## src/link_cache_pkg.sv

```systemverilog
package link_cache_pkg;

  localparam int addr_width_gp = 12;
  localparam int data_width_gp = 32;
  localparam int cord_width_gp = 4;
  localparam int reg_id_width_gp = 5;

  typedef enum logic [2:0] {
    e_remote_load,
    e_remote_store,
    e_remote_amoswap,
    e_remote_amoor,
    e_cache_op
  } packet_op_e;

  typedef struct packed {
    logic icache_fetch;
    logic float_wb;
    logic is_byte_op;
    logic is_hex_op;
    logic is_unsigned_op;
    logic [1:0] part_sel;
  } load_info_s;

  typedef struct packed {
    logic [data_width_gp-$bits(load_info_s)-1:0] pad;
    load_info_s load_info;
  } load_info_pad_s;

  // store data and load flags share the payload word
  typedef union packed {
    logic [data_width_gp-1:0] data;
    load_info_pad_s load_info_s;
  } payload_u;

  typedef enum logic [1:0] {
    e_afl,
    e_aflinv,
    e_ainv
  } cache_op_e;

  typedef struct packed {
    logic pad;
    logic [3:0] mask;
  } store_mask_s;

  typedef struct packed {
    logic [2:0] pad;
    cache_op_e cache_op;
  } cache_op_s;

  typedef union packed {
    logic [reg_id_width_gp-1:0] reg_id;
    store_mask_s store_mask;
    cache_op_s cache_op_s;
  } reg_id_u;

  typedef struct packed {
    packet_op_e op;
    logic [addr_width_gp-1:0] addr;
    payload_u payload;
    reg_id_u reg_id;
    logic [cord_width_gp-1:0] src_y_cord;
    logic [cord_width_gp-1:0] src_x_cord;
  } link_packet_s;

  typedef enum logic [1:0] {
    e_return_credit,
    e_return_int_wb,
    e_return_float_wb,
    e_return_ifetch
  } return_type_e;

  typedef struct packed {
    return_type_e pkt_type;
    logic [data_width_gp-1:0] data;
    logic [reg_id_width_gp-1:0] reg_id;
    logic [cord_width_gp-1:0] y_cord;
    logic [cord_width_gp-1:0] x_cord;
  } return_packet_s;

  typedef enum logic [3:0] {
    TAGST, TAGLA, TAGFL,
    SM, LW, LH, LHU, LB, LBU,
    AMOSWAP_W, AMOOR_W,
    AFL, AFLINV, AINV
  } cache_opcode_e;

  // byte address with the tag-space bit already stripped
  typedef struct packed {
    cache_opcode_e opcode;
    logic [addr_width_gp:0] addr;
    logic [data_width_gp-1:0] data;
    logic [data_width_gp/8-1:0] mask;
  } cache_pkt_s;

endpackage

```

## src/link_endpoint.sv

```systemverilog
`timescale 1ns/1ns

module link_endpoint #(
  parameter int fifo_els_p = 4
) (
  input  logic clk_i,
  input  logic reset_i,

  // network side
  input  link_cache_pkg::link_packet_s req_i,
  input  logic req_v_i,
  output logic req_ready_o,

  // bridge side
  output link_cache_pkg::link_packet_s packet_o,
  output logic packet_v_o,
  input  logic packet_yumi_i,

  input  link_cache_pkg::return_packet_s return_packet_i,
  input  logic return_packet_v_i,
  output logic return_packet_ready_o,

  // network side replies
  output link_cache_pkg::return_packet_s ret_o,
  output logic ret_v_o,
  input  logic ret_yumi_i
);

  import link_cache_pkg::*;

  // incoming requests
  link_fifo #(
    .width_p($bits(link_packet_s)),
    .els_p(fifo_els_p)
  ) i_req_fifo (
    .clk_i(clk_i),
    .reset_i(reset_i),
    .data_i(req_i),
    .v_i(req_v_i),
    .ready_o(req_ready_o),
    .data_o(packet_o),
    .v_o(packet_v_o),
    .yumi_i(packet_yumi_i)
  );

  // outgoing replies
  link_fifo #(
    .width_p($bits(return_packet_s)),
    .els_p(fifo_els_p)
  ) i_ret_fifo (
    .clk_i(clk_i),
    .reset_i(reset_i),
    .data_i(return_packet_i),
    .v_i(return_packet_v_i),
    .ready_o(return_packet_ready_o),
    .data_o(ret_o),
    .v_o(ret_v_o),
    .yumi_i(ret_yumi_i)
  );

endmodule

```

## src/link_fifo.sv

```systemverilog
`timescale 1ns/1ns

module link_fifo #(
  parameter int width_p = 8,
  parameter int els_p = 4
) (
  input  logic clk_i,
  input  logic reset_i,
  input  logic [width_p-1:0] data_i,
  input  logic v_i,
  output logic ready_o,
  output logic [width_p-1:0] data_o,
  output logic v_o,
  input  logic yumi_i
);

  localparam int ptr_width_lp = (els_p > 1) ? $clog2(els_p) : 1;

  logic [width_p-1:0] mem_r [els_p];
  logic [ptr_width_lp-1:0] rptr_r, wptr_r, rptr_n, wptr_n;
  logic full_r, empty_r;
  logic enq, deq;

  assign ready_o = ~full_r;
  assign v_o = ~empty_r;
  assign data_o = mem_r[rptr_r];
  assign enq = v_i & ~full_r;
  assign deq = yumi_i;

  // pointers wrap at els_p so any depth works
  assign rptr_n = (rptr_r == ptr_width_lp'(els_p - 1)) ? '0 : rptr_r + 1'b1;
  assign wptr_n = (wptr_r == ptr_width_lp'(els_p - 1)) ? '0 : wptr_r + 1'b1;

  always_ff @(posedge clk_i) begin
    if (reset_i) begin
      rptr_r <= '0;
      wptr_r <= '0;
      full_r <= 1'b0;
      empty_r <= 1'b1;
    end else begin
      if (enq) begin
        wptr_r <= wptr_n;
      end
      if (deq) begin
        rptr_r <= rptr_n;
      end
      if (enq && !deq) begin
        empty_r <= 1'b0;
        full_r <= (wptr_n == rptr_r);
      end else if (deq && !enq) begin
        full_r <= 1'b0;
        empty_r <= (rptr_n == wptr_r);
      end
    end
  end

  always_ff @(posedge clk_i) begin
    if (enq) begin
      mem_r[wptr_r] <= data_i;
    end
  end

endmodule

```

## config.mk

```make
export PLATFORM = sky130hd
export DESIGN_NAME = link_endpoint
export DESIGN_NICKNAME = d
export VERILOG_FILES = /design/src/link_cache_pkg.sv /design/src/link_endpoint.sv /design/src/link_fifo.sv
export SDC_FILE = /design/constraint.sdc
export NUM_CORES = 1
export LEC_CHECK = 0
export BUFFER_PORTS_ARGS = -buffer_cell sky130_fd_sc_hd__buf_2
export CAP_MARGIN = 20
export CORE_MARGIN = 2
export CORE_UTILIZATION = 54
export CTS_BUF_LIST = sky130_fd_sc_hd__clkbuf_2
export DETAILED_ROUTE_END_ITERATION = 12
export GPL_TIMING_DRIVEN = 0
export PLACE_DENSITY = 0.89
export SLEW_MARGIN = 5
export SYNTH_ARGS = -nofsm -noshare
export SYNTH_HDL_FRONTEND = slang
export SYNTH_HIERARCHICAL = 1
export SYNTH_SLANG_ARGS = --single-unit
```

## constraint.sdc

```tcl
create_clock -name clk_i -period 2.59 [get_ports clk_i]
set_input_delay 0.259 -clock clk_i [delete_from_list [all_inputs] [get_ports clk_i]]
set_output_delay 0.259 -clock clk_i [all_outputs]
set_load 0.01 [all_outputs]
```

==> results.sh <==
export IMPL_power_w=0.0145
export IMPL_dp_cells=1268
export IMPL_yosys_area_top_type="edfxtp_1"
export IMPL_final_antenna_net_count=0
export IMPL_htreeDepth=3
export IMPL_cap_violations=0
export IMPL_first_global_vias=9443
export IMPL_ys_top_cells_by_area="edfxtp_1, mux4_2, dfxtp_1, buf_12, ha_1"
export IMPL_crit_slowest_cell="mux4_2"
export IMPL_yosys_warnings=6
export IMPL_numClockSinks=444
export IMPL_syn_mean_instance_area_um2=25.3
export IMPL_dieWidth_um=178
export IMPL_p_leak_nw=7.56
export IMPL_final_net_count=1269
export IMPL_die_area_mm2=0.0317
export IMPL_start_util_pct=55.1
export IMPL_wl_per_cell_um=22.9
export IMPL_antenna_found_initial=2
export IMPL_p_sw_w=0.00372
export IMPL_clockRootBuffer="clkbuf_2"
export IMPL_skew_ns=0.0778
export IMPL_ys_async_sr_fraction_pct=0
export IMPL_cpMostUsedCell="buf_12"
export IMPL_setup_viol=0
export IMPL_cpPeakStageDelay_ns=0.56
export IMPL_critical_path_required_ns=2.33
export IMPL_ir_worst_vdd_mv=0.474
export IMPL_start_kind="register"
export IMPL_clk_latency_ns=0.87
export IMPL_worst_hold_slack_ns=0.125
export IMPL_crit_chain="buf_12, buf_12, mux4_2, buf_6"
export IMPL_num_rows=63
export IMPL_synthCells=647
export IMPL_grt_pass1_wl_um=53000
export IMPL_hp_class="in2reg"
export IMPL_core_mm2=0.0297
export IMPL_cts_made_buffers=103
export IMPL_fin_crit_ns=2.57
export IMPL_syn_num_nets=772
export IMPL_powerDensity_mw_per_mm2=684
export IMPL_grt_overflow=0
export IMPL_rsz0062_at_grt="true"
export IMPL_drcViolationCount=0
export IMPL_p_clk_share_pct=29.0
export IMPL_boundaryPins=224
export IMPL_gp_congestion=0.707
export IMPL_crit_arrival_ns=2.31
export IMPL_holdPathStages=2
export IMPL_ys_types=23
export IMPL_slew_headroom_pct=55.6
export IMPL_cts_tree="done"
export IMPL_grt_usage_pct=22.6
export IMPL_port_buffer_count=223
export IMPL_clock_path_buffers=3
export IMPL_crit_path_max_fanout=10
export IMPL_drive_above_1_share_pct=43.6
export IMPL_outcome="finished, final reports clean"
export IMPL_hp_start="req_i[5]"
export IMPL_p_comb_share_pct=13.4
export IMPL_layout_cells_non_filler=1606
export IMPL_detail_route_first_pass_iterations=5
export IMPL_synth_edf_count=428
export IMPL_r2r_end="i_ret_fifo/mem_r[0][46]$_DFFE_PP_"
export IMPL_finalWorstSetupSlack_ns=0.0182
export IMPL_critPathKind="reg2out"
export IMPL_pwr_share_seq_pct=57.6
export IMPL_die_h_um=178
export IMPL_ys_seq_elements=444
export IMPL_dp_hpwl_um=19700
export IMPL_slew_viol_final=0
export IMPL_hold_violations=0
export IMPL_cell_internal_pwr_w=0.0108
export IMPL_critical_path_endpoint_type="output pin"
export IMPL_r2r_start="i_ret_fifo/full_r$_SDFFE_PP0P_"
export IMPL_clk_pin_slew_ns=0.12
export IMPL_reg2reg_depth=4
export IMPL_first_iter_violations=655
export IMPL_post_place_ws_ns=0.546
export IMPL_worst_pin_slew_ns=0.667
export IMPL_num_vias=8692
export IMPL_ys_flop_type="edfxtp_1"
export IMPL_area_delta_synth_final_pct=29.4
export IMPL_min_period_over_period_pct=99.3
export IMPL_synth_seq_area_share_pct=80.5
export IMPL_synthesis_area_mm2=0.0164
export IMPL_wl_um=36800
export IMPL_switching_share_pct=25.7
export IMPL_final_cell_mix="edfxtp_1, buf_2, dlygate4sd3_1"
export IMPL_clock_fmax_mhz=389
export IMPL_reg2reg_slack_ns=0.60
export IMPL_routed_via_density=5.41
export IMPL_grt_max_degree=59
export IMPL_synth_top_area_share_pct=78.5
export IMPL_min_to="i_req_fifo/mem_r[2][5]$_DFFE_PP_"
export IMPL_layout_commonest_cell="edfxtp_1"
[layer usage]
| metal | track usage (%) | wire length (um) | vias to the layer above |
|---|---|---|---|
| met5 | 0 | 0 | - |
| met4 | 7.00 | 639 | 0 |
| met3 | 8.59 | 3540 | 55 |
| met2 | 39.3 | 19600 | 441 |
| met1 | 26.1 | 13100 | 4389 |
| li1 | - | - | 3807 |
[logic make-up after synthesis]
logic type | share of synthesized area (%)
and+or+nand+nor | 0.932
adders and majority gates | 0.917
buffers and inverters | 1.92
AOI/OAI and AO/OA | 0.260
muxes | 15.1
xor gates and xnor gates | 0.428
DFF | 80.5
[area by class of cell]
type,count,area (um^2)
plain buffers,25,305
clock buffers,143,716
well taps,390,488
multi-input cells,167,2900
fillers,1681,8540
inverters,10,37.5
diodes,2,5.00
flip-flops and latches,444,13200
clock inverters,32,149
repair buffers,393,3400
[registers in the layout, indices dropped and copies added, names as in the netlist, named ones only]
register,cells
i_req_fifo/empty_r,1
i_req_fifo/full_r,1
i_req_fifo/mem_r,240
i_req_fifo/rptr_r,2
i_req_fifo/wptr_r,2
i_ret_fifo/empty_r,1
i_ret_fifo/full_r,1
i_ret_fifo/mem_r,188
i_ret_fifo/rptr_r,2
i_ret_fifo/wptr_r,2
[worst max-delay path, delay by kind of cell (launching register included)]
kind	cells	cell delay, ns
buffers and inverters	3	0.49
multiplexers	1	0.56
flip-flops	1	0.37
[what timing repair did]
item | CTS | global route
setup endpoints to repair | 101 | 107
gates resized for setup | 49 | 50
endpoints found under the hold margin | 446 | 8
cloned | 1 | 2
buffers inserted | 3 | 0
pin swaps | 0 | 0
hold buffers | 152 | 4
[power by group through the flow]
stage / registers, W / clock network, W / logic, W
final: 0.00834 / 0.00421 / 0.00194
after global routing: 0.00837 / 0.00472 / 0.00207
after CTS: 0.00833 / 0.00420 / 0.00180
after detailed placement: 0.00849 / 0 / 0.00149
after global placement: 0.00849 / 0 / 0.00140
after floorplan: 0.00847 / 0 / 0.000850
[Yosys cell counts, types with 6 or more instances]
cell	instances
and2_1	8
buf_12	9
buf_2	11
dfxtp_1	16
edfxtp_1	428
ha_1	12
inv_1	10
mux2i_1	6
mux4_2	107
nor2_1	10
xor2_1	8
[stage by stage]
step | cell area, um^2 | util, % | setup TNS, ns
3_3_place_gp | 18000 | 60.5 | -291.91
2_1_floorplan | 16400 | - | 0
5_1_grt | 21200 | 71.3 | -9.94
6_report | 21200 | 71.3 | 0
4_1_cts | 20900 | 70.2 | -5.06
3_5_place_dp | 18200 | 61.2 | 0
[worst max-delay path by stage]
stage	start	to	slack [ns]	cells past startpoint
after detailed placement	return_packet_v_i	i_ret_fifo/mem_r[1][0]$_DFFE_PP_	0.55	5
after global placement	req_v_i	i_req_fifo/mem_r[1][36]$_DFFE_PP_	-0.87	4
after global routing	register	packet_o[1]	-0.14	4
after CTS	register	packet_o[58]	-0.1	4
final	register	packet_o[29]	0.02	4
after floorplan	i_req_fifo/wptr_r[0]$_SDFFE_PP0P_	i_req_fifo/mem_r[3][0]$_DFFE_PP_	0.16	2
Note: power is estimated with default switching activity, not from simulation.
