===== config.mk =====
export PLATFORM = sky130hd
export DESIGN_NAME = link_to_cache
export DESIGN_NICKNAME = d
export VERILOG_FILES = /design/src/link_cache_pkg.sv /design/src/link_to_cache.sv
export SDC_FILE = /design/constraint.sdc
export NUM_CORES = 1
export LEC_CHECK = 0
export BUFFER_PORTS_ARGS = -buffer_cell sky130_fd_sc_hd__buf_2
export CORE_ASPECT_RATIO = 1.4
export CORE_MARGIN = 2
export CORE_UTILIZATION = 30
export DETAILED_ROUTE_END_ITERATION = 8
export GPL_ROUTABILITY_DRIVEN = 1
export GPL_TIMING_DRIVEN = 0
export HOLD_SLACK_MARGIN = 0.15
export PLACE_DENSITY_LB_ADDON = 0.15
export SETUP_SLACK_MARGIN = 0.4
export SYNTH_ARGS = -nofsm -noshare
export SYNTH_HDL_FRONTEND = slang
export SYNTH_SLANG_ARGS = --single-unit
export TNS_END_PERCENT = 10

===== constraint.sdc =====
create_clock -name clk_i -period 2.12 [get_ports clk_i]
set_clock_uncertainty 0.1 [all_clocks]
set_input_delay 0.106 -clock clk_i [delete_from_list [all_inputs] [get_ports clk_i]]
set_output_delay 0.106 -clock clk_i [all_outputs]
set_load 0.01 [all_outputs]

===== src/link_cache_pkg.sv =====
package link_cache_pkg;

  localparam int addr_width_gp = 12;
  localparam int data_width_gp = 32;
  localparam int cord_width_gp = 4;
  localparam int reg_id_width_gp = 5;

  typedef enum logic [2:0] {
    e_remote_load,
    e_remote_store,
    e_remote_amoswap,
    e_remote_amoor,
    e_cache_op
  } packet_op_e;

  typedef struct packed {
    logic icache_fetch;
    logic float_wb;
    logic is_byte_op;
    logic is_hex_op;
    logic is_unsigned_op;
    logic [1:0] part_sel;
  } load_info_s;

  typedef struct packed {
    logic [data_width_gp-$bits(load_info_s)-1:0] pad;
    load_info_s load_info;
  } load_info_pad_s;

  // store data and load flags share the payload word
  typedef union packed {
    logic [data_width_gp-1:0] data;
    load_info_pad_s load_info_s;
  } payload_u;

  typedef enum logic [1:0] {
    e_afl,
    e_aflinv,
    e_ainv
  } cache_op_e;

  typedef struct packed {
    logic pad;
    logic [3:0] mask;
  } store_mask_s;

  typedef struct packed {
    logic [2:0] pad;
    cache_op_e cache_op;
  } cache_op_s;

  typedef union packed {
    logic [reg_id_width_gp-1:0] reg_id;
    store_mask_s store_mask;
    cache_op_s cache_op_s;
  } reg_id_u;

  typedef struct packed {
    packet_op_e op;
    logic [addr_width_gp-1:0] addr;
    payload_u payload;
    reg_id_u reg_id;
    logic [cord_width_gp-1:0] src_y_cord;
    logic [cord_width_gp-1:0] src_x_cord;
  } link_packet_s;

  typedef enum logic [1:0] {
    e_return_credit,
    e_return_int_wb,
    e_return_float_wb,
    e_return_ifetch
  } return_type_e;

  typedef struct packed {
    return_type_e pkt_type;
    logic [data_width_gp-1:0] data;
    logic [reg_id_width_gp-1:0] reg_id;
    logic [cord_width_gp-1:0] y_cord;
    logic [cord_width_gp-1:0] x_cord;
  } return_packet_s;

  typedef enum logic [3:0] {
    TAGST, TAGLA, TAGFL,
    SM, LW, LH, LHU, LB, LBU,
    AMOSWAP_W, AMOOR_W,
    AFL, AFLINV, AINV
  } cache_opcode_e;

  // byte address with the tag-space bit already stripped
  typedef struct packed {
    cache_opcode_e opcode;
    logic [addr_width_gp:0] addr;
    logic [data_width_gp-1:0] data;
    logic [data_width_gp/8-1:0] mask;
  } cache_pkt_s;

endpackage


===== src/link_to_cache.sv =====
`timescale 1ns/1ns

module link_to_cache #(
  parameter int sets_p = 8,
  parameter int ways_p = 2,
  parameter int block_words_p = 4
) (
  input  logic clk_i,
  input  logic reset_i,

  input  link_cache_pkg::link_packet_s packet_i,
  input  logic packet_v_i,
  output logic packet_yumi_o,

  output link_cache_pkg::return_packet_s return_packet_o,
  output logic return_packet_v_o,
  input  logic return_packet_ready_i,

  output link_cache_pkg::cache_pkt_s cache_pkt_o,
  output logic cache_v_o,
  input  logic cache_ready_i,

  input  logic [link_cache_pkg::data_width_gp-1:0] cache_data_i,
  input  logic cache_v_i,
  output logic cache_yumi_o,

  input  logic cache_v_we_i
);

  import link_cache_pkg::*;

  localparam int lg_sets_lp = (sets_p > 1) ? $clog2(sets_p) : 1;
  localparam int lg_ways_lp = (ways_p > 1) ? $clog2(ways_p) : 1;
  localparam int lg_words_lp = (block_words_p > 1) ? $clog2(block_words_p) : 1;
  localparam int block_off_lp = lg_words_lp + 2;
  localparam int cnt_width_lp = lg_sets_lp + lg_ways_lp + 1;
  localparam int total_lp = sets_p * ways_p;

  typedef enum logic [1:0] {RESET, CLEAR_TAG, READY} state_e;

  typedef struct packed {
    return_type_e pkt_type;
    logic [reg_id_width_gp-1:0] reg_id;
    logic [cord_width_gp-1:0] y_cord;
    logic [cord_width_gp-1:0] x_cord;
  } info_s;

  state_e state_r, state_n;
  logic [cnt_width_lp-1:0] sent_r, sent_n, recv_r, recv_n;
  info_s tl_info_r, tv_info_r;
  load_info_s load_info;
  return_type_e ret_type;
  cache_opcode_e req_opcode;
  logic [reg_id_width_gp-1:0] payload_hash;
  logic is_load, credit_only;

  assign load_info = packet_i.payload.load_info_s.load_info;
  assign is_load = (packet_i.op == e_remote_load);
  assign credit_only = (packet_i.op == e_remote_store) || (packet_i.op == e_cache_op);

  assign payload_hash = packet_i.payload.data[4:0] ^ packet_i.payload.data[12:8]
                      ^ packet_i.payload.data[20:16] ^ packet_i.payload.data[28:24];

  always_comb begin
    if (credit_only) begin
      ret_type = e_return_credit;
    end else if (is_load && load_info.icache_fetch) begin
      ret_type = e_return_ifetch;
    end else if (is_load && load_info.float_wb) begin
      ret_type = e_return_float_wb;
    end else begin
      ret_type = e_return_int_wb;
    end
  end

  // msb of the word address selects tag space
  always_comb begin
    req_opcode = LW;
    if (packet_i.addr[addr_width_gp-1]) begin
      case (packet_i.op)
        e_remote_store: req_opcode = TAGST;
        e_cache_op:     req_opcode = TAGFL;
        default:        req_opcode = TAGLA;
      endcase
    end else begin
      case (packet_i.op)
        e_remote_store:   req_opcode = SM;
        e_remote_amoswap: req_opcode = AMOSWAP_W;
        e_remote_amoor:   req_opcode = AMOOR_W;
        e_cache_op: begin
          case (packet_i.reg_id.cache_op_s.cache_op)
            e_afl:    req_opcode = AFL;
            e_aflinv: req_opcode = AFLINV;
            default:  req_opcode = AINV;
          endcase
        end
        default: begin
          if (load_info.is_byte_op) begin
            req_opcode = load_info.is_unsigned_op ? LBU : LB;
          end else if (load_info.is_hex_op) begin
            req_opcode = load_info.is_unsigned_op ? LHU : LH;
          end
        end
      endcase
    end
  end

  always_comb begin
    state_n = state_r;
    sent_n = sent_r;
    recv_n = recv_r;
    cache_pkt_o = '{opcode: TAGST, addr: '0, data: '0, mask: '0};
    cache_v_o = 1'b0;
    cache_yumi_o = 1'b0;
    packet_yumi_o = 1'b0;
    return_packet_v_o = 1'b0;
    case (state_r)
      RESET: state_n = CLEAR_TAG;
      CLEAR_TAG: begin
        // low counter bits walk the sets, upper bits the ways
        cache_v_o = (sent_r != cnt_width_lp'(total_lp));
        cache_pkt_o.addr = (addr_width_gp + 1)'(
          {sent_r[lg_sets_lp+lg_ways_lp-1:0], block_off_lp'(0)});
        if (cache_v_o && cache_ready_i) begin
          sent_n = sent_r + 1'b1;
        end
        if (cache_v_i) begin
          recv_n = recv_r + 1'b1;
        end
        cache_yumi_o = cache_v_i;
        if (sent_r == cnt_width_lp'(total_lp) && recv_r == cnt_width_lp'(total_lp)) begin
          state_n = READY;
        end
      end
      READY: begin
        cache_v_o = packet_v_i;
        packet_yumi_o = packet_v_i & cache_ready_i;
        cache_pkt_o.opcode = req_opcode;
        cache_pkt_o.data = packet_i.payload.data;
        cache_pkt_o.mask = packet_i.reg_id.store_mask.mask;
        cache_pkt_o.addr = {packet_i.addr[addr_width_gp-2:0],
                            is_load ? load_info.part_sel : 2'b00};
        return_packet_v_o = cache_v_i;
        cache_yumi_o = cache_v_i & return_packet_ready_i;
      end
      default: state_n = READY;
    endcase
  end

  // follows the request through tl and tv of the cache
  always_ff @(posedge clk_i) begin
    if (state_r == READY) begin
      if (cache_v_o && cache_ready_i) begin
        tl_info_r <= '{
          pkt_type: ret_type,
          reg_id:   credit_only ? payload_hash : packet_i.reg_id.reg_id,
          y_cord:   packet_i.src_y_cord,
          x_cord:   packet_i.src_x_cord
        };
      end
      if (cache_v_we_i) begin
        tv_info_r <= tl_info_r;
      end
    end
  end

  assign return_packet_o = '{
    pkt_type: tv_info_r.pkt_type,
    data:     cache_data_i,
    reg_id:   tv_info_r.reg_id,
    y_cord:   tv_info_r.y_cord,
    x_cord:   tv_info_r.x_cord
  };

  always_ff @(posedge clk_i) begin
    if (reset_i) begin
      state_r <= RESET;
      sent_r <= '0;
      recv_r <= '0;
    end else begin
      state_r <= state_n;
      sent_r <= sent_n;
      recv_r <= recv_n;
    end
  end

endmodule


==> summary by stage <==
Worst setup path
The number of buffer and inverter stages on the critical path is 3. In this design, the largest share of critical-path delay is due to flip-flops. The maximum fanout encountered on the critical timing path is 10. The startpoint type of the worst setup path is a register. Walking the worst path, the cells encountered are inv_1 -> ha_1 -> buf_6 -> and2_1 -> a21oi_2 -> nor2b_1 -> buf_2.

The largest stage delay on the critical path is around 0.36 ns. The worst-path cell with the longest stage delay is sky130_fd_sc_hd__dfxtp_2. The critical path class is register to output port. STA classifies the critical path endpoint as an output port.

Data arrives at the worst endpoint at ~1.5 ns. The worst endpoint required time is roughly 1.9 ns.

Power
The maximum vdd drop is 0.4074 mV. In this run the power density over the cells is 854.3 nW/um^2. In this run the static leakage power is 1.988 nW. The design draws approximately 3.5 mW.

Placement
The number of buffer cells added on primary ports is ~170. After detailed placement, the design holds a cell count of roughly 540. After legalization and detailed placement, the total HPWL measured approximately 5500 um. The cell area reported after detailed placement is 3566 um^2. Routability-driven placement finished with a final weighted congestion of 0.7290.

Die
Pin placement for this block handled 203 I/O pins. From bottom edge to top edge, the die measures 114.0 um. The total area inside the core boundary comes to between 8000 and 9000 um^2. The effective utilization at floorplan is 30.50%. The chip width is 82.61 um.

The die outline area is about 9400 um^2. The initialized floorplan defines 40 standard-cell rows.

Timing
The transition time of the tightest slew-check pin is approximately 0.6 ns. For the finished layout, the period the worst path requires is around 1.7 ns. The number of endpoints with negative hold slack in the final report is 0.

Setup total negative slack on the finished layout was measured at 0 ns. The number of failing setup endpoints in the final timing report is 0. The highest clock rate is just under 0.6 GHz. The portion of the clock cycle consumed by the worst path in the final layout is between 80% and 90%.

The max-slew violation count is 0. Setup repair after global routing could not meet its margin everywhere. The relative slew slack is between 60 and 70%.

Yosys
The post-synthesis net count is approximately 370. After synthesis, the netlist uses 38 different library cells. Yosys printed 0 warnings. The synthesized area divided by synthesized cell count is 9.867 um^2. Among all flip-flop cells after synthesis, the most frequent one is sky130_fd_sc_hd__edfxtp_1. For this run, asynchronously set or reset flops after synthesis account for 0%. The sequential area share after synthesis is between 40% and 50%.

Of the post-synthesis cell area, the dominant cell type holds a little over a third. In the synthesized netlist, the number of instances is between 200 and 300. Synthesis inferred 42 register bits. The biggest area contributor in the post-synthesis netlist is sky130_fd_sc_hd__edfxtp_1. The synthesized netlist occupies a cell area of roughly 2600 um^2. In this run, synthesis inferred 30 flip-flops with an integrated enable.

Sorting the synthesized cells by area gives the leading types as sky130_fd_sc_hd__edfxtp_1 (35%), sky130_fd_sc_hd__and2_1 (12%), sky130_fd_sc_hd__buf_4 (9.5%).

GRT
The first global-routing pass estimated approximately 11000 um of wire. The number of global-route vias before repair is approximately 2400. Entering global routing, the biggest net connects 16 pins. The number of antenna violations at the first check in global routing is 0. For this run the aggregate overflow at the end of global routing stands at 0. The global routing usage summed across all routing layers is between 10% and 20%.

Clock tree
The clock latency on the worst-skew pair is 0.28 ns. The clock edge transition at the registers on the reported setup and hold paths is 0.06 ns. In this run the deepest clock path goes through 2 buffers. The total number of H-tree levels is 2.

The clock drives 42 sinks. TritonCTS built the clock tree. The number of buffers created by CTS is 5. The clock tree root buffer cell is sky130_fd_sc_hd__clkbuf_16.

Final layout
The finished layout holds approximately 570 standard cells, fillers aside. The library cell used most frequently in the layout, excluding fill and tap cells, is sky130_fd_sc_hd__buf_2. The growth of design area from synthesis to finish is 59.98%. In the layout the commonest cells are sky130_fd_sc_hd__buf_2 (172), sky130_fd_sc_hd__and2_1 (47), sky130_fd_sc_hd__buf_4 (37). The net count of the finished layout is approximately 570.

The cell area after layout is ~4200 um^2. The number of diodes is 0. Of the cells placed in the final design, the portion with a size suffix greater than 1 is a little over half.

Route
The post-detailed-routing wire length is just over 7000 um. The average vias per placed instance is between 4 and 5. Once detail routing completed, the nets flagged for antenna violations numbered 0. The starting DRC count in detailed routing is 45. The total vias in the final route is between 2000 and 3000. After detailed routing, the number of remaining DRC violations is 0. Dividing the detail-routed wire length by the instance count gives approximately 13 um. The count of TritonRoute iterations in the first routing pass is 4.

Job
The number of violations of the max-capacitance limit is 0.

Worst hold path
The tightest min-delay check is of the primary input to register type.

Run status
The run finished with clean final reports.
==> per-layer routing <==
layer | share of wire [%] | track usage [%]
met2 | 53 | 27.90
met1 | 38 | 15.45
met5 | 0 | 0
met3 | 8.2 | 2.294
met4 | 0.62 | 3.607
==> report_power, final <==
part	internal [mW]	switching [mW]
sequential	0.979	0.0416
clock	0.557	0.306
combinational	0.837	0.825
total	2.37	1.17
==> synthesized netlist by cell type, drive strengths merged (2+ instances only) <==
cell type and count:
nor2 18, a22oi 3, a211oi 2, nand3b 2, and3 2, nand2b 5
dfxtp 12, and2 48, ha 7, nor3b 2, nor2b 7, xnor2 18
edfxtp 30, o21ai 4, buf 38, inv 8, xor2 5, nand3 2
nand2 9, a21oi 14, o21a 2, o22ai 2, nand4 4, clkbuf 7
==> logic make-up (layout without fill, tap and decap cells) <==
group,after synthesis,in the layout,synth area share [%]
AO/OA/AOI/OAI,34,34,9.017
XOR/XNOR,23,23,7.763
adder cells (fa/ha/maj),7,7,3.375
buffers and inverters,53,258,12.68
flip-flops,42,42,43.97
multiplexers,2,2,0.9642
AND/OR/NAND/NOR,102,102,22.23
==> worst paths after layout <==
| path | startpoint | end | slack [ns] | cells past startpoint |
|---|---|---|---|---|
| setup / recovery | state_r[1] | cache_pkt_o[42] | 0.39 | 7 |
| hold / removal | packet_i[8] | tl_info_r[8] | 0.14 | 3 |
| setup reg to reg | state_r[0] | tl_info_r[0] | 0.41 | 6 |
| hold reg to reg | tl_info_r[11] | return_packet_o[11] | 0.32 | 0 |
==> what timing repair did <==
item,in CTS,in global routing
gates resized for setup,22,20
pin swaps,2,3
endpoints found under the setup margin,84,82
setup buffers,2,4
gates cloned,2,0
endpoints found under the hold margin,18,0
hold buffers,22,0
==> worst register-to-register path, stage by stage, from the launching register on <==
cell                       delay, ns
sky130_fd_sc_hd__dfxtp_2        0.33
sky130_fd_sc_hd__inv_2          0.08
sky130_fd_sc_hd__ha_4           0.15
sky130_fd_sc_hd__buf_8          0.13
sky130_fd_sc_hd__clkbuf_2       0.22
sky130_fd_sc_hd__o2111a_2       0.25
sky130_fd_sc_hd__buf_12         0.15
==> state kept, by name, indices dropped and copies added (netlist names) <==
signal	count
tl_info_r	15
state_r	2
recv_r	5
sent_r	5
return_packet_o	15
==> metrics by stage <==
stage | util (%) | hold slack [ns] | setup slack [ns]
2_1_floorplan | - | 0.1049 | 0.4483
3_3_place_gp | 41.91 | 0.1841 | 0.1128
3_5_place_dp | 41.91 | 0.1847 | 0.09635
4_1_cts | 47.76 | 0.1513 | 0.3420
5_1_grt | 48.79 | 0.1741 | 0.2969
6_report | 48.79 | 0.1408 | 0.3863
==> layout make-up <==
| cell class | instances | area, um^2 |
|---|---|---|
| Fill cell | 823 | 4357 |
| Multi-Input combinational cell | 168 | 1181 |
| Sequential cell | 42 | 1149 |
| Timing Repair Buffer | 197 | 1135 |
| Buffer | 45 | 346.6 |
| Tap cell | 105 | 131.4 |
| Clock buffer | 5 | 125.1 |
| Clock inverter | 3 | 43.79 |
| Inverter | 8 | 40.04 |
Note: power is estimated with default switching activity, not from simulation.
